<file path="src/verilog/uart_pkg.sv">
/*
 * shared widths, register map, AXI response codes
 * and the receiver and transmitter state types
 */
`default_nettype none

package uart_pkg;

  // one UART character
  localparam int unsigned data_w = 8;

  // AXI4-Lite bus widths
  localparam int unsigned axil_addr_w = 4;
  localparam int unsigned axil_data_w = 32;

  // register byte offsets, anything else answers with SLVERR
  typedef enum logic [axil_addr_w-1:0] {
    reg_ctrl   = 4'h0,  // bit0 rx_en
    reg_status = 4'h4,  // bit0 rx_full, bit1 tx_busy
    reg_rxdata = 4'h8,  // read pops the received byte
    reg_txdata = 4'hc   // write sends a byte
  } reg_addr_e;

  // AXI response codes in use
  typedef enum logic [1:0] {
    resp_okay   = 2'b00,
    resp_slverr = 2'b10
  } axi_resp_e;

  // receiver states, one-hot
  typedef enum logic [4:0] {
    rx_idle        = 5'b00001,
    rx_start       = 5'b00010,
    rx_data        = 5'b00100,
    rx_stop        = 5'b01000,
    rx_wait_go_low = 5'b10000
  } rx_state_e;

  // transmitter states
  typedef enum logic [1:0] {
    tx_idle,
    tx_start,
    tx_data,
    tx_stop
  } tx_state_e;

endpackage

`default_nettype wire

</file>
<file path="src/verilog/uart_rx.sv">
/*
 * uart_rx: 8N1 serial receiver with go / ready handshake
 */
`timescale 1ns/1ps
`default_nettype none

module uart_rx #(
  parameter int unsigned clk_freq  = 100_000_000,
  parameter int unsigned baud_rate = 115_200
) (
  input  logic                       clk,
  input  logic                       rst_n,
  input  logic                       rxd,
  input  logic                       go,
  output logic [uart_pkg::data_w-1:0] data,
  output logic                       ready
);

  import uart_pkg::*;

  // clock cycles per serial bit
  localparam int unsigned bit_time = clk_freq / baud_rate;
  localparam int unsigned cnt_w    = (bit_time > 1) ? $clog2(bit_time) : 1;
  localparam int unsigned idx_w    = $clog2(data_w);

  // reload values, one less since the loading cycle already counts
  localparam logic [cnt_w-1:0] full_reload = cnt_w'(bit_time - 1);
  localparam logic [cnt_w-1:0] half_reload = cnt_w'((bit_time > 1) ? (bit_time / 2 - 1) : 0);

  rx_state_e        state;
  logic [cnt_w-1:0] bit_cnt;
  logic [idx_w-1:0] bit_idx;

  always_ff @(posedge clk or negedge rst_n) begin
    if (!rst_n) begin
      state   <= rx_idle;
      bit_cnt <= '0;
      bit_idx <= '0;
      data    <= '0;
      ready   <= 1'b0;
    end else begin
      case (state)
        rx_idle: begin
          // only look for a start bit when the register block wants a byte
          if (go && !rxd) begin
            bit_idx <= '0;
            // half a bit gets us to the centre of the start bit
            bit_cnt <= half_reload;
            state   <= rx_start;
          end
        end

        rx_start: begin
          bit_cnt <= bit_cnt - 1'b1;
          if (bit_cnt == '0) begin
            bit_cnt <= full_reload;
            state   <= rx_data;
          end
        end

        rx_data: begin
          bit_cnt <= bit_cnt - 1'b1;
          if (bit_cnt == '0) begin
            // mid-bit sample, LSB arrives first
            data[bit_idx] <= rxd;
            bit_cnt       <= full_reload;
            bit_idx       <= bit_idx + 1'b1;
            if (bit_idx == idx_w'(data_w - 1)) begin
              bit_idx <= '0;
              state   <= rx_stop;
            end
          end
        end

        rx_stop: begin
          // stop bit level is not checked
          bit_cnt <= bit_cnt - 1'b1;
          if (bit_cnt == '0) begin
            ready <= 1'b1;
            state <= rx_wait_go_low;
          end
        end

        rx_wait_go_low: begin
          // byte stays valid until the consumer takes go away
          if (!go) begin
            data  <= '0;
            ready <= 1'b0;
            state <= rx_idle;
          end
        end

        default: begin
          state <= rx_idle;
          ready <= 1'b0;
        end
      endcase
    end
  end

  // ready only exists between the stop bit and the release of go
  a_no_ready_in_idle: assert property (
    @(posedge clk) disable iff (!rst_n) (state == rx_idle) |-> !ready
  );

  a_state_onehot: assert property (
    @(posedge clk) disable iff (!rst_n) $onehot(state)
  );

endmodule

`default_nettype wire

</file>
<file path="src/verilog/uart_tx.sv">
/*
 * uart_tx: 8N1 serial transmitter started by a one-cycle pulse
 */
`timescale 1ns/1ps
`default_nettype none

module uart_tx #(
  parameter int unsigned clk_freq  = 100_000_000,
  parameter int unsigned baud_rate = 115_200
) (
  input  logic                       clk,
  input  logic                       rst_n,
  input  logic                       start,
  input  logic [uart_pkg::data_w-1:0] data,
  output logic                       busy,
  output logic                       txd
);

  import uart_pkg::*;

  localparam int unsigned bit_time = clk_freq / baud_rate;
  localparam int unsigned cnt_w    = (bit_time > 1) ? $clog2(bit_time) : 1;
  localparam int unsigned idx_w    = $clog2(data_w);
  localparam logic [cnt_w-1:0] full_reload = cnt_w'(bit_time - 1);

  tx_state_e         state;
  logic [cnt_w-1:0]  bit_cnt;
  logic [idx_w-1:0]  bit_idx;
  logic [data_w-1:0] shreg;

  // busy covers start, data and stop bits
  assign busy = (state != tx_idle);

  always_ff @(posedge clk or negedge rst_n) begin
    if (!rst_n) begin
      state   <= tx_idle;
      bit_cnt <= '0;
      bit_idx <= '0;
      shreg   <= '0;
      txd     <= 1'b1;
    end else begin
      case (state)
        tx_idle: begin
          // start pulses while busy never reach here
          if (start) begin
            shreg   <= data;
            txd     <= 1'b0;
            bit_cnt <= full_reload;
            state   <= tx_start;
          end
        end

        tx_start: begin
          bit_cnt <= bit_cnt - 1'b1;
          if (bit_cnt == '0) begin
            // first data bit, LSB first
            txd     <= shreg[0];
            shreg   <= shreg >> 1;
            bit_idx <= '0;
            bit_cnt <= full_reload;
            state   <= tx_data;
          end
        end

        tx_data: begin
          bit_cnt <= bit_cnt - 1'b1;
          if (bit_cnt == '0) begin
            bit_cnt <= full_reload;
            if (bit_idx == idx_w'(data_w - 1)) begin
              // last bit done, drive the stop level
              txd   <= 1'b1;
              state <= tx_stop;
            end else begin
              txd     <= shreg[0];
              shreg   <= shreg >> 1;
              bit_idx <= bit_idx + 1'b1;
            end
          end
        end

        tx_stop: begin
          bit_cnt <= bit_cnt - 1'b1;
          if (bit_cnt == '0) begin
            state <= tx_idle;
          end
        end

        default: state <= tx_idle;
      endcase
    end
  end

  // line rests high between frames
  a_idle_line_high: assert property (
    @(posedge clk) disable iff (!rst_n) (state == tx_idle) |-> txd
  );

endmodule

`default_nettype wire

</file>
<file path="src/verilog/uart_regs.sv">
/*
 * AXI4-Lite slave with control, status,
 * rx data and tx data registers
 */
`timescale 1ns/1ps
`default_nettype none

module uart_regs (
  input  logic                            clk,
  input  logic                            rst_n,
  // write address and data
  input  logic [uart_pkg::axil_addr_w-1:0] awaddr,
  input  logic                            awvalid,
  output logic                            awready,
  input  logic [uart_pkg::axil_data_w-1:0] wdata,
  input  logic [uart_pkg::axil_data_w/8-1:0] wstrb,
  input  logic                            wvalid,
  output logic                            wready,
  // write response
  output logic [1:0]                      bresp,
  output logic                            bvalid,
  input  logic                            bready,
  // read address and data
  input  logic [uart_pkg::axil_addr_w-1:0] araddr,
  input  logic                            arvalid,
  output logic                            arready,
  output logic [uart_pkg::axil_data_w-1:0] rdata,
  output logic [1:0]                      rresp,
  output logic                            rvalid,
  input  logic                            rready,
  // receiver link
  output logic                            rx_go,
  input  logic [uart_pkg::data_w-1:0]      rx_data,
  input  logic                            rx_ready,
  // transmitter link
  output logic                            tx_start,
  output logic [uart_pkg::data_w-1:0]      tx_data,
  input  logic                            tx_busy
);

  import uart_pkg::*;

  logic              rx_en;
  logic              rx_full;
  logic [data_w-1:0] rx_byte;
  logic              tx_fire;

  // receiver runs only while enabled and there is room for a byte
  assign rx_go = rx_en && !rx_full;

  // a TXDATA write that finds the transmitter free
  // byte strobes are ignored and registers are always written whole
  assign tx_fire = awready && (awaddr == reg_txdata) && !tx_busy;

  always_ff @(posedge clk or negedge rst_n) begin
    if (!rst_n) begin
      awready  <= 1'b0;
      wready   <= 1'b0;
      bvalid   <= 1'b0;
      bresp    <= resp_okay;
      arready  <= 1'b0;
      rvalid   <= 1'b0;
      rresp    <= resp_okay;
      rdata    <= '0;
      rx_en    <= 1'b0;
      rx_full  <= 1'b0;
      rx_byte  <= '0;
      tx_start <= 1'b0;
    end else begin
      tx_start <= 1'b0;

      // write channel takes address and data together
      if (bvalid && bready) begin
        bvalid <= 1'b0;
      end
      if (awready) begin
        awready <= 1'b0;
        wready  <= 1'b0;
        bvalid  <= 1'b1;
        bresp   <= resp_okay;
        case (awaddr)
          reg_ctrl:   rx_en <= wdata[0];
          reg_status: ;
          reg_rxdata: ;
          // dropped silently when the transmitter is busy
          reg_txdata: tx_start <= tx_fire;
          default:    bresp <= resp_slverr;
        endcase
      end else if (awvalid && wvalid && !bvalid) begin
        awready <= 1'b1;
        wready  <= 1'b1;
      end

      // read channel
      if (rvalid && rready) begin
        rvalid <= 1'b0;
      end
      if (arready) begin
        arready <= 1'b0;
        rvalid  <= 1'b1;
        rresp   <= resp_okay;
        rdata   <= '0;
        case (araddr)
          reg_ctrl:   rdata <= axil_data_w'(rx_en);
          reg_status: rdata <= axil_data_w'({tx_busy, rx_full});
          reg_rxdata: begin
            // reading pops the byte
            rdata   <= axil_data_w'(rx_byte);
            rx_full <= 1'b0;
          end
          reg_txdata: ;
          default:    rresp <= resp_slverr;
        endcase
      end else if (arvalid && !rvalid) begin
        arready <= 1'b1;
      end

      // capturing a finished byte also drops rx_go
      // and frees the receiver
      if (rx_ready && rx_go) begin
        rx_byte <= rx_data;
        rx_full <= 1'b1;
      end
    end
  end

  // outgoing byte for the transmitter
  always_ff @(posedge clk or negedge rst_n) begin
    if (!rst_n) begin
      tx_data <= '0;
    end else if (tx_fire) begin
      tx_data <= wdata[data_w-1:0];
    end
  end

  // write response must wait for the master
  a_bvalid_hold: assert property (
    @(posedge clk) disable iff (!rst_n) (bvalid && !bready) |=> bvalid
  );

endmodule

`default_nettype wire

</file>
<file path="src/verilog/uart_top.sv">
/*
 * uart_top: AXI4-Lite UART, register block with receiver and transmitter
 */
`timescale 1ns/1ps
`default_nettype none

module uart_top #(
  parameter int unsigned clk_freq  = 100_000_000,
  parameter int unsigned baud_rate = 115_200
) (
  input  logic                            clk,
  input  logic                            rst_n,
  input  logic [uart_pkg::axil_addr_w-1:0] awaddr,
  input  logic                            awvalid,
  output logic                            awready,
  input  logic [uart_pkg::axil_data_w-1:0] wdata,
  input  logic [uart_pkg::axil_data_w/8-1:0] wstrb,
  input  logic                            wvalid,
  output logic                            wready,
  output logic [1:0]                      bresp,
  output logic                            bvalid,
  input  logic                            bready,
  input  logic [uart_pkg::axil_addr_w-1:0] araddr,
  input  logic                            arvalid,
  output logic                            arready,
  output logic [uart_pkg::axil_data_w-1:0] rdata,
  output logic [1:0]                      rresp,
  output logic                            rvalid,
  input  logic                            rready,
  input  logic                            rxd,
  output logic                            txd
);

  import uart_pkg::*;

  // receiver handshake
  logic              rx_go;
  logic [data_w-1:0] rx_data;
  logic              rx_ready;
  // transmitter handshake
  logic              tx_start;
  logic [data_w-1:0] tx_data;
  logic              tx_busy;

  uart_regs uart_regs_inst (
    .clk      (clk),
    .rst_n    (rst_n),
    .awaddr   (awaddr),
    .awvalid  (awvalid),
    .awready  (awready),
    .wdata    (wdata),
    .wstrb    (wstrb),
    .wvalid   (wvalid),
    .wready   (wready),
    .bresp    (bresp),
    .bvalid   (bvalid),
    .bready   (bready),
    .araddr   (araddr),
    .arvalid  (arvalid),
    .arready  (arready),
    .rdata    (rdata),
    .rresp    (rresp),
    .rvalid   (rvalid),
    .rready   (rready),
    .rx_go    (rx_go),
    .rx_data  (rx_data),
    .rx_ready (rx_ready),
    .tx_start (tx_start),
    .tx_data  (tx_data),
    .tx_busy  (tx_busy)
  );

  uart_rx #(
    .clk_freq  (clk_freq),
    .baud_rate (baud_rate)
  ) uart_rx_inst (
    .clk   (clk),
    .rst_n (rst_n),
    .rxd   (rxd),
    .go    (rx_go),
    .data  (rx_data),
    .ready (rx_ready)
  );

  uart_tx #(
    .clk_freq  (clk_freq),
    .baud_rate (baud_rate)
  ) uart_tx_inst (
    .clk   (clk),
    .rst_n (rst_n),
    .start (tx_start),
    .data  (tx_data),
    .busy  (tx_busy),
    .txd   (txd)
  );

endmodule

`default_nettype wire

</file>
<file path="config.mk">
export PLATFORM = sky130hd
export DESIGN_NAME = uart_top
export DESIGN_NICKNAME = d
export VERILOG_FILES = /design/src/verilog/uart_pkg.sv /design/src/verilog/uart_rx.sv /design/src/verilog/uart_tx.sv /design/src/verilog/uart_regs.sv /design/src/verilog/uart_top.sv
export SDC_FILE = /design/constraint.sdc
export NUM_CORES = 1
export LEC_CHECK = 0
export BUFFER_PORTS_ARGS = -buffer_cell sky130_fd_sc_hd__buf_2
export CORE_ASPECT_RATIO = 0.8
export CORE_MARGIN = 2
export CORE_UTILIZATION = 35
export DETAILED_ROUTE_END_ITERATION = 8
export GPL_ROUTABILITY_DRIVEN = 0
export GPL_TIMING_DRIVEN = 0
export PLACE_DENSITY = 0.65
export SYNTH_ARGS = -nofsm -noshare
export SYNTH_HDL_FRONTEND = slang
export SYNTH_SLANG_ARGS = --single-unit
</file>
<file path="constraint.sdc">
create_clock -name clk -period 1.9 [get_ports clk]
set_input_delay 0.475 -clock clk [delete_from_list [all_inputs] [get_ports clk]]
set_output_delay 0.475 -clock clk [all_outputs]
set_load 0.02 [all_outputs]
</file>
==> results_tabular.tex, run 1 <==
\begin{tabular}{lr}
\hline
Metric & Value \\
\hline
\multicolumn{2}{l}{\textbf{Status}} \\
Result of the run & complete, no violations \\
\multicolumn{2}{l}{\textbf{Worst setup path}} \\
Worst-case reg-to-reg path depth & 5 \\
Worst reg2reg path endpoint & uart\_rx\_inst.state[2]\$\_DFFE\_PN0P\_ \\
Worst path max stage delay & roughly 0.42 ns \\
Worst path cell trace & nor4\_4 > and3\_4 > o21ai\_4 > nor4\_4 > mux2\_4 \\
Slack of the worst reg-to-reg path & 0.02 ns \\
Critical path's most frequent cell & nor4\_4 \\
Data arrival time of the worst path & $\sim$2.1 ns \\
Critical Path RT & about 2.1 ns \\
Worst Setup End Kind & flop \\
CP Launch Type & flop \\
Largest fanout of any net on the critical path & 3 \\
Slowest stage cell, crit path & dfrtp\_1 \\
Origin of the critical flop-to-flop path & uart\_rx\_inst.bit\_cnt[8]\$\_DFFE\_PN0P\_ \\
Critical path class & flop to flop \\
\multicolumn{2}{l}{\textbf{Timing}} \\
Total of endpoints with negative setup slack in the final report & 0 \\
Fmax & 0.533 GHz \\
Unrepaired setup endpoints after global routing & yes \\
Worst-case headroom to the max-slew limit & around three fifths \\
Final hold viol count & 0 \\
Clock period minus final worst setup slack & approximately 1.9 ns \\
Setup skew after layout & between 0.006 and 0.007 ns \\
Slew @ Worst Pin & $\sim$0.61 ns \\
Setup tns final & 0 ns \\
Final Slew Violations & 0 \\
WHS & about 0.047 ns \\
Final worst path period share & 98.8\% \\
\multicolumn{2}{l}{\textbf{Power and ir drop}} \\
Post-layout power & 6.85 mW \\
Cell area power density & 1200 nW/um2 \\
Switching part of the total & between 30\% and 40\% \\
P\_int & between 4 and 5 mW \\
VDD IR max & 0.487 mV \\
Leakage Power & around 2.7 nW \\
Combinational power share & about 38\% \\
P\_sw & between 2 and 2.5 mW \\
Part of the power in the clock network & between 20\% and 30\% \\
Sequential share of power & a little over a third \\
\multicolumn{2}{l}{\textbf{Logic synthesis}} \\
Mux share of post-synthesis cell area & about 9.0\% \\
Flops \& latches, synth & between 80 and 90 \\
XOR/XNOR share of the synthesized area & about 1.3\% \\
Syn Std Cell Area & 4580 um2 \\
Simple logic cell fraction of the synthesized area & 17.3\% \\
Leading register cell type out of synthesis & dfrtp\_1 \\
Leading area contributor after synthesis & dfrtp\_1 \\
Post-synthesis instance total & 463 \\
Synthesized-area fraction occupied by ao, oa, aoi and oai cells & 14.8\% \\
Synth warnings & 0 \\
Proportion of register bits with asynchronous set or reset after synthesis & between 90\% and 100\% \\
Dominant combinational cell family by area after synthesis & simple AND/OR/NAND/NOR gates \\
Synth area leaders & dfrtp\_1, mux2\_2, buf\_4, nor2\_1, o21ai\_0 \\
Count of flip-flops with a built-in enable after synthesis & 0 \\
Unique cell type count in the Yosys netlist & 60 \\
Share of the synthesized area in the top cell type & 45.3\% \\
Post-Synth Adder-Cell Area & approximately 3.3\% \\
Portion of the post-synthesis area used by sequential elements & 46.5\% \\
Mean Syn Cell Area & roughly 10 um2 \\
\multicolumn{2}{l}{\textbf{Clocking}} \\
Clock transition at the registers of the reported paths & around 0.060 ns \\
Clock tree from TritonCTS & yes \\
Root Driver & clkbuf\_16 \\
Clock tree sinks & between 80 and 90 \\
Inserted Clock Buffers & 9 \\
Hold buffer count at cts & 0 \\
Insertion delay of the later-clocked pin in the worst-skew pair & around 0.34 ns \\
Bufs on Longest Clock Path & 2 \\
CTS H-tree depth & 3 \\
\multicolumn{2}{l}{\textbf{Die}} \\
Horiz. Die Dim & between 100 and 150 um \\
Total Die Area & around 14,000 um2 \\
Vertical die dimension & 106 um \\
Placeable core area & between 10,000 and 15,000 um2 \\
Number of ports placed on the die boundary & 94 \\
Row count & 37 \\
Initial standard-cell utilization of the core & between 30 and 40\% \\
\multicolumn{2}{l}{\textbf{Detailed routing}} \\
WL/cell & between 10 and 15 um \\
Pre-antenna DRT Iters & 4 \\
Drc violations & 0 \\
Vias/cell & 4.86 \\
Total wire length & roughly 9800 um \\
DR top layer & met4 \\
Number of DRC violations after detailed-routing iteration 0 & $\sim$250 \\
Met2 WL & about 4600 um \\
Met3 Routed Length & $\sim$420 um \\
Routed Antenna Nets & 0 \\
Met1 wire length & about 4600 um \\
Via count & 3,550 \\
\multicolumn{2}{l}{\textbf{Placement}} \\
Buffers added on ports & 39 \\
Dpl cells & between 700 and 800 \\
DP Wirelength & roughly 6900 um \\
\multicolumn{2}{l}{\textbf{Final layout}} \\
Growth of design area from synthesis to finish & 24.3\% \\
Leading cell type in the layout, fill and taps excluded & dfrtp\_1 \\
Fraction of the core area covered by cells at the end of the flow & around 44\% \\
Share of post-route cells with drive strength above 1 & between 30\% and 40\% \\
Total Nets Final & 615 \\
Ant. Diodes & 0 \\
Most used cells in the layout excluding fill and tap cells & dfrtp\_1, buf\_4, buf\_2 \\
Number of non-filler instances in the completed layout & $\sim$730 \\
Filler cell count in the final layout & $\sim$1,200 \\
\multicolumn{2}{l}{\textbf{Global route}} \\
Antenna violations before repair & 0 \\
Sum of overflow across all layers after global routing & 0 \\
Global-route wire length before repair & 16,600 um \\
Maximum number of pins on one net before global-route repair & between 60 and 70 \\
Vias in the first global route & $\sim$3,400 \\
Overall global routing resource usage & between 10\% and 20\% \\
\multicolumn{2}{l}{\textbf{Job}} \\
Number of max-cap violations & 0 \\
\multicolumn{2}{l}{\textbf{Worst hold path}} \\
Min-Delay Path Class & primary input to async pin \\
\hline
\end{tabular}
cells by family after synthesis:
| group | Yosys count |
|---|---|
| other | 1 |
| xor gates and xnor gates | 7 |
| adders and majority gates | 12 |
| and+or+nand+nor | 151 |
| DFF | 85 |
| AOI/OAI and AO/OA | 104 |
| muxes | 37 |
| buffers and inverters | 66 |
layout make-up:
cell class              count  area [um2]  share of cell area, %
inverters                  23        86.3                   1.52
repair buffers             56         345                   6.06
plain buffers              39         267                   4.68
well taps                 175         219                   3.84
clock buffers              10         229                   4.02
multi-input cells         337        2350                   41.2
flip-flops and latches     85        2130                   37.4
clock inverters             6        71.3                   1.25
worst max-delay path by stage:
| stage | start | to | slack (ns) | cells past startpoint |
|---|---|---|---|---|
| floorplan | uart_rx_inst.bit_cnt[5]$_DFFE_PN0P_ | uart_rx_inst.state[2]$_DFFE_PN0P_ | 0.02 | 5 |
| global placement | rst_n | uart_regs_inst.rdata[3]$_DFFE_PN0P_ | -0.38 | 1 |
| detailed placement | uart_tx_inst.state[0]$_DFFE_PN0P_ | uart_tx_inst.shreg[5]$_DFFE_PN0P_ | -0.25 | 7 |
| CTS | uart_rx_inst.state[4]$_DFFE_PN0P_ | uart_rx_inst.bit_cnt[6]$_DFFE_PN0P_ | -0.002 | 7 |
| global route | uart_rx_inst.bit_cnt[8]$_DFFE_PN0P_ | uart_rx_inst.state[2]$_DFFE_PN0P_ | -0.09 | 5 |
| finish | uart_rx_inst.bit_cnt[8]$_DFFE_PN0P_ | uart_rx_inst.state[2]$_DFFE_PN0P_ | 0.02 | 5 |
state kept, by name, summed over array words and instances, names as in the netlist, 2 cells and up:
| name | count |
|---|---|
| uart_rx_inst.bit_cnt | 10 |
| uart_tx_inst.bit_cnt | 10 |
| uart_regs_inst.rdata | 8 |
| uart_regs_inst.rx_byte | 8 |
| uart_regs_inst.tx_data | 8 |
| uart_rx_inst.data | 8 |
| uart_tx_inst.shreg | 8 |
| uart_rx_inst.state | 5 |
| uart_rx_inst.bit_idx | 3 |
| uart_tx_inst.bit_idx | 3 |
| uart_tx_inst.state | 2 |
timing repair:
item	in CTS	in global routing
hold endpoints to repair	0	0
pin swaps	6	8
gates cloned	0	0
setup endpoints to repair	34	30
buffers inserted	7	9
resized for setup	18	28
power by group through the flow:
| stage | clock network, mW | logic (mW) | registers (mW) |
|---|---|---|---|
| floorplan | 0 | 1.71 | 2.44 |
| global placement | 0 | 2.15 | 2.45 |
| detailed placement | 0 | 2.25 | 2.47 |
| CTS | 1.82 | 2.39 | 2.46 |
| global route | 1.89 | 2.88 | 2.53 |
| finish | 1.76 | 2.60 | 2.48 |
stage by stage:
stage	setup WS [ns]	instance area, um2
after CTS	-0.00211	5550
after detailed placement	-0.254	5120
after global placement	-0.381	5090
final	0.0233	5700
after floorplan	0.0206	4680
after global routing	-0.0886	5700
layer usage:
layer,global-route usage (%),up-vias
li1,-,1768
met1,19.6,1699
met2,23.1,72
met3,3.96,11
met4,3.73,0
met5,0,-
Yosys cell counts (all sizes together), types with 6 or more instances:
cell     n
dfrtp   83
nor2    46
o21ai   37
mux2    35
buf     33
nand2   33
inv     23
a21oi   21
nor3    19
ha      12
clkbuf  10
nand3   10
a22o     8
nor2b    7
a31oi    6
and3     6
nor4     6
xor2     6
critical path, delay by kind of cell (launching register included):
family	cells	cell delay, ns
AOI/OAI and AO/OA	1	0.07
muxes	1	0.33
and+or+nand+nor	3	0.93
DFF	1	0.42
Note: power is estimated with default switching activity, not from simulation.
==> run 2: changes to the inputs <==
Settings changed: SETUP_SLACK_MARGIN set to 0.5.
==> run 2 against run 1 <==
  * Via count grew 8.8%
  * First-iteration DRC count grew 29%
  * Die area is the same
  * Flip-flop and latch count is the same
  * Maximum frequency shrank 1.0%
==> results_tabular.tex, run 2 (same netlist as run 1, synthesis figures left out) <==
\begin{tabular}{lr}
\hline
Metric & Value \\
\hline
\multicolumn{2}{l}{\textbf{Worst setup path}} \\
Origin of the critical flop-to-flop path & uart\_rx\_inst.bit\_cnt[5]\$\_DFFE\_PN0P\_ \\
CP Launch Type & flop \\
Crit. Startpoint & uart\_rx\_inst.bit\_cnt[5]\$\_DFFE\_PN0P\_ \\
Slack of the worst reg-to-reg path & 0.004 ns \\
Critical Path Sink & uart\_rx\_inst.bit\_cnt[7]\$\_DFFE\_PN0P\_ \\
Worst Setup End Kind & flop \\
Worst reg2reg path endpoint & uart\_rx\_inst.bit\_cnt[7]\$\_DFFE\_PN0P\_ \\
Largest fanout of any net on the critical path & 5 \\
Data arrival time of the worst path & 2.11 ns \\
Worst-case reg-to-reg path depth & 8 \\
Critical path class & flop to flop \\
Critical Path RT & 2.12 ns \\
\multicolumn{2}{l}{\textbf{Final layout}} \\
Filler cell count in the final layout & $\sim$1,100 \\
Share of post-route cells with drive strength above 1 & between 40\% and 50\% \\
Most used cells in the layout excluding fill and tap cells & buf\_4, dfrtp\_1, buf\_2 \\
Growth of design area from synthesis to finish & 41.7\% \\
Ant. Diodes & 0 \\
Area used by multi-input combinational logic & 2660 um2 \\
Area of all sequential standard cells & approximately 2100 um2 \\
Total Nets Final & roughly 670 \\
Top flop regs & uart\_rx\_inst.bit\_cnt x10, uart\_tx\_inst.bit\_cnt x10 \\
Design Area, Final & between 6000 and 7000 um2 \\
Leading cell type in the layout, fill and taps excluded & buf\_4 \\
\multicolumn{2}{l}{\textbf{Power and ir drop}} \\
Combinational power share & about half \\
P\_int & roughly 5.0 mW \\
Cell area power density & between 1000 and 1500 nW/um2 \\
Part of the power in the clock network & 20.3\% \\
P\_sw & between 2 and 3 mW \\
Leakage Power & 3.06 nW \\
Switching part of the total & between 30\% and 40\% \\
Post-layout power & roughly 8.0 mW \\
Sequential share of power & between 30\% and 40\% \\
VDD IR max & about 0.68 mV \\
\multicolumn{2}{l}{\textbf{Timing}} \\
Fmax & between 0.5 and 0.6 GHz \\
Final Worst Setup Slack & roughly 0.004 ns \\
Setup tns final & 0 ns \\
Final worst path period share & about 100\% \\
Final Slew Violations & 0 \\
Slew @ Worst Pin & 0.599 ns \\
Clock period minus final worst setup slack & about 1.9 ns \\
Setup skew after layout & between 0.009 and 0.01 ns \\
Total of endpoints with negative setup slack in the final report & 0 \\
Unrepaired setup endpoints after global routing & yes \\
Worst-case headroom to the max-slew limit & between 60\% and 70\% \\
Final hold viol count & 0 \\
\multicolumn{2}{l}{\textbf{Global route}} \\
Maximum number of pins on one net before global-route repair & 45 \\
Sum of overflow across all layers after global routing & 0 \\
Antenna violations before repair & 0 \\
Global-route wire length before repair & $\sim$19,000 um \\
Vias in the first global route & 3,729 \\
Overall global routing resource usage & around 16\% \\
\multicolumn{2}{l}{\textbf{Clocking}} \\
Clock tree sinks & 85 \\
Root Driver & clkbuf\_16 \\
Clock tree from TritonCTS & yes \\
Clock transition at the registers of the reported paths & 0.06 ns \\
CTS H-tree depth & 3 \\
Hold buffer count at cts & 0 \\
Inserted Clock Buffers & 9 \\
Insertion delay of the later-clocked pin in the worst-skew pair & about 0.34 ns \\
Bufs on Longest Clock Path & 2 \\
\multicolumn{2}{l}{\textbf{Die}} \\
Total Die Area & between 10,000 and 15,000 um2 \\
Row count & 37 \\
Number of ports placed on the die boundary & between 90 and 100 \\
Placeable core area & 12,800 um2 \\
Vertical die dimension & approximately 110 um \\
Horiz. Die Dim & $\sim$130 um \\
Initial standard-cell utilization of the core & approximately 36\% \\
\multicolumn{2}{l}{\textbf{Placement}} \\
DP Wirelength & between 7000 and 8000 um \\
Setup WS pre-CTS & -0.0372 ns \\
Area post-placement & approximately 5300 um2 \\
Buffers added on ports & 39 \\
\multicolumn{2}{l}{\textbf{Worst hold path}} \\
Min-Delay Path Class & primary input to async pin \\
\multicolumn{2}{l}{\textbf{Job}} \\
Number of max-cap violations & 0 \\
\multicolumn{2}{l}{\textbf{Detailed routing}} \\
Pre-antenna DRT Iters & 4 \\
Number of DRC violations after detailed-routing iteration 0 & approximately 330 \\
Vias/cell & between 4 and 5 \\
Routed Antenna Nets & 0 \\
Drc violations & 0 \\
Via count & approximately 3,900 \\
WL/cell & about 15 um \\
Total wire length & 11,600 um \\
\multicolumn{2}{l}{\textbf{Status}} \\
Result of the run & complete, no violations \\
\hline
\end{tabular}
run 2: power by group through the flow:
| stage | sequential [mW] | clock, mW | combinational [mW] |
|---|---|---|---|
| 2_1_floorplan | 2.48 | 0 | 1.97 |
| 3_3_place_gp | 2.49 | 0 | 2.42 |
| 3_5_place_dp | 2.52 | 0 | 2.51 |
| 4_1_cts | 2.48 | 1.66 | 3.10 |
| 5_1_grt | 2.55 | 1.74 | 4.16 |
| 6_report | 2.51 | 1.62 | 3.85 |
run 2: per-stage QoR:
stage,utilization (%),hold slack (ns),cells
4_1_cts,47.7,0.151,760
5_1_grt,50.6,0.178,785
3_3_place_gp,41.3,0.445,702
2_1_floorplan,-,0.179,488
3_5_place_dp,41.5,0.467,703
6_report,50.6,0.134,785
run 2: what timing repair did:
action / in CTS / in global routing
cloned: 1 / 0
setup endpoints to repair: 63 / 73
pin swaps: 24 / 21
gates resized for setup: 60 / 54
buffers inserted: 40 / 25
run 2: how the worst min path moves through the flow:
stage | end | slack, ns
2_1_floorplan | uart_regs_inst.arready$_DFF_PN0_ | 0.18
3_3_place_gp | uart_regs_inst.arready$_DFF_PN0_ | 0.45
3_5_place_dp | uart_regs_inst.arready$_DFF_PN0_ | 0.47
4_1_cts | uart_tx_inst.bit_cnt[4]$_DFFE_PN0N_ | 0.15
6_report | uart_tx_inst.bit_cnt[3]$_DFFE_PN0N_ | 0.13
5_1_grt | uart_tx_inst.bit_cnt[4]$_DFFE_PN0N_ | 0.18
run 2: cell type report:
class | instances | share of cell area (%)
Multi-Input combinational cell | 337 | 40.9
Sequential cell | 85 | 32.9
Timing Repair Buffer | 106 | 12.0
Buffer | 43 | 5.30
Clock buffer | 11 | 3.58
Tap cell | 175 | 3.37
Inverter | 23 | 1.33
Clock inverter | 5 | 0.578
run 2: routing by layer:
layer  share of wire, %  GRT usage [%]
met1                 45           21.0
met2                 51           27.6
met3                2.7           4.05
met4                1.2           3.80
met5                  0              0
run 2: critical path, stage by stage (launching register included):
cell and delay [ns]:
dfrtp_2 0.43, nor4_4 0.27, buf_4 0.18, buf_4 0.12
a31oi_2 0.10, o31ai_2 0.20, buf_4 0.19, a31oi_1 0.06
o22a_1 0.22
==> run 3: changes to the inputs <==
Settings changed: CORE_MARGIN 2 to not set.
==> run 3 against run 2 <==
  * Critical path depth shrank 1
  * Power grew 0.97%
  * Sequential power is essentially flat
  * Highest routed layer unchanged
==> results_tabular.tex, run 3 (same netlist as run 1, synthesis figures left out) <==
\begin{tabular}{lr}
\hline
Metric & Value \\
\hline
\multicolumn{2}{l}{\textbf{Clocking}} \\
Clock tree from TritonCTS & yes \\
Inserted Clock Buffers & 9 \\
Clock tree sinks & 85 \\
CTS H-tree depth & 3 \\
Clock transition at the registers of the reported paths & 0.06 ns \\
Root Driver & clkbuf\_16 \\
Bufs on Longest Clock Path & 2 \\
Insertion delay of the later-clocked pin in the worst-skew pair & 0.34 ns \\
\multicolumn{2}{l}{\textbf{Timing}} \\
Setup skew after layout & 0.00660 ns \\
Unrepaired setup endpoints after global routing & yes \\
Final hold viol count & 0 \\
Setup tns final & 0 ns \\
Slew @ Worst Pin & 0.509 ns \\
Final worst path period share & between 90\% and 100\% \\
Clock period minus final worst setup slack & about 1.9 ns \\
Final Slew Violations & 0 \\
Worst-case headroom to the max-slew limit & 65.9\% \\
Total of endpoints with negative setup slack in the final report & 0 \\
Fmax & about 0.53 GHz \\
Final Worst Setup Slack & roughly 0.02 ns \\
\multicolumn{2}{l}{\textbf{Detailed routing}} \\
Total wire length & 11,500 um \\
Vias/cell & 5.04 \\
Routed Antenna Nets & 0 \\
WL/cell & $\sim$15 um \\
Pre-antenna DRT Iters & 5 \\
Via count & 3,918 \\
Drc violations & 0 \\
Number of DRC violations after detailed-routing iteration 0 & 246 \\
\multicolumn{2}{l}{\textbf{Final layout}} \\
Share of post-route cells with drive strength above 1 & between 40\% and 50\% \\
Leading cell type in the layout, fill and taps excluded & dfrtp\_1 \\
Most used cells in the layout excluding fill and tap cells & dfrtp\_1, buf\_4, buf\_2 \\
Ant. Diodes & 0 \\
Growth of design area from synthesis to finish & 43.2\% \\
Number of non-filler instances in the completed layout & just under 800 \\
Filler cell count in the final layout & 1,024 \\
Total Nets Final & 666 \\
Fraction of the core area covered by cells at the end of the flow & between 50\% and 60\% \\
Top flop regs & uart\_rx\_inst.bit\_cnt x10, uart\_tx\_inst.bit\_cnt x10 \\
\multicolumn{2}{l}{\textbf{Worst setup path}} \\
CP Launch Type & flop \\
Slowest stage cell, crit path & dfrtp\_2 \\
Worst Setup End Kind & flop \\
Critical path class & flop to flop \\
Critical path's most frequent cell & buf\_4 \\
Critical Path RT & 2.13 ns \\
Crit path buf inv count & 2 \\
Origin of the critical flop-to-flop path & uart\_rx\_inst.bit\_cnt[5]\$\_DFFE\_PN0P\_ \\
Worst reg2reg path endpoint & uart\_rx\_inst.bit\_cnt[7]\$\_DFFE\_PN0P\_ \\
Slack of the worst reg-to-reg path & 0.02 ns \\
Worst path cell trace & nor4\_4 > buf\_4 > a311oi\_1 > o31ai\_2 > buf\_4 > a31oi\_1 > o22a\_1 \\
Worst path max stage delay & roughly 0.43 ns \\
Largest fanout of any net on the critical path & 5 \\
Worst path top cell family by delay & compound AO/OA/AOI/OAI gates \\
Data arrival time of the worst path & 2.11 ns \\
Worst-case reg-to-reg path depth & 7 \\
\multicolumn{2}{l}{\textbf{Power and ir drop}} \\
Cell area power density & 1230 nW/um2 \\
Post-layout power & just over 8 mW \\
VDD IR max & approximately 0.63 mV \\
Leakage Power & between 3 and 4 nW \\
\multicolumn{2}{l}{\textbf{Worst hold path}} \\
Worst hold path startpoint & bready \\
Hold Path End & uart\_regs\_inst.bvalid\$\_DFFE\_PN0P\_ \\
Number of cells traversed by the worst hold path & 2 \\
Min-Delay Path Class & primary input to flop \\
\multicolumn{2}{l}{\textbf{Die}} \\
Placeable core area & $\sim$12,000 um2 \\
Number of ports placed on the die boundary & 94 \\
Horiz. Die Dim & around 130 um \\
Total Die Area & 13,600 um2 \\
Row count & 36 \\
Vertical die dimension & between 100 and 150 um \\
Initial standard-cell utilization of the core & between 30 and 40\% \\
\multicolumn{2}{l}{\textbf{Job}} \\
Number of max-cap violations & 0 \\
\multicolumn{2}{l}{\textbf{Status}} \\
Result of the run & complete, no violations \\
\multicolumn{2}{l}{\textbf{Global route}} \\
Antenna violations before repair & 0 \\
Overall global routing resource usage & approximately 17\% \\
Global-route wire length before repair & around 18,000 um \\
Vias in the first global route & $\sim$3,800 \\
Maximum number of pins on one net before global-route repair & 72 \\
Sum of overflow across all layers after global routing & 0 \\
\multicolumn{2}{l}{\textbf{Placement}} \\
Buffers added on ports & 39 \\
DP Wirelength & 6970 um \\
Dpl cells & 699 \\
Setup WS pre-CTS & -0.0323 ns \\
\hline
\end{tabular}
==> run 3: changes by cell type in the layout (fill, tap and decap cells not counted), sizes merged <==
cell and change:
buf -5, clkbuf +2, clkinvlp -3, dlygate4sd3 +1, clkinv +2
==> run 3: layout make-up <==
type                       instances  area, um2  area share [%]
buffer                            43        329            5.01
clock buffer                      12        246            3.76
clock inverter                     4       25.0           0.381
inverter                          23       86.3            1.32
multi-input combinational        337       2710            41.3
sequential                        85       2140            32.6
tap                              171        214            3.26
timing repair buffer             103        811            12.4
==> run 3: how the worst max path moves through the flow <==
stage | startpoint | endpoint | slack [ns] | cells past startpoint
global placement | rst_n | uart_regs_inst.awready$_DFF_PN0_ | -0.53 | 1
floorplan | uart_rx_inst.bit_cnt[8]$_DFFE_PN0P_ | uart_rx_inst.state[2]$_DFFE_PN0P_ | 0.13 | 5
finish | uart_rx_inst.bit_cnt[5]$_DFFE_PN0P_ | uart_rx_inst.bit_cnt[7]$_DFFE_PN0P_ | 0.02 | 7
global route | uart_rx_inst.bit_cnt[5]$_DFFE_PN0P_ | uart_rx_inst.state[2]$_DFFE_PN0P_ | -0.06 | 5
detailed placement | uart_rx_inst.bit_cnt[8]$_DFFE_PN0P_ | uart_rx_inst.state[2]$_DFFE_PN0P_ | -0.03 | 5
CTS | uart_rx_inst.state[1]$_DFFE_PN0P_ | uart_rx_inst.bit_cnt[2]$_DFFE_PN0P_ | 0.08 | 7
==> run 3: per-layer routing <==
layer,GRT usage (%),part of all wire (%),vias up
met3,4.42,4.5,27
met1,21.6,45,1899
met2,27.8,49,117
met5,0,0,-
li1,-,-,1875
met4,5.48,1.9,0
==> run 3: power breakdown <==
group          internal, mW  switching (mW)
Sequential             2.16           0.335
Clock                 0.918           0.706
Combinational          1.99            1.95
Total                  5.07            2.99
==> run 3: what timing repair did <==
| action | CTS | global route |
|---|---|---|
| gates cloned | 1 | 0 |
| setup buffers | 48 | 13 |
| pin swaps | 32 | 22 |
| setup endpoints to repair | 62 | 72 |
| hold buffers | 1 | 0 |
| resized for setup | 67 | 62 |
| hold endpoints to repair | 13 | 0 |
==> run 3: stage by stage <==
step / hold WS, ns / area (um2)
floorplan: 0.179 / 4880
global placement: 0.442 / 5290
detailed placement: 0.355 / 5320
CTS: 0.321 / 6210
global route: 0.328 / 6560
finish: 0.325 / 6560
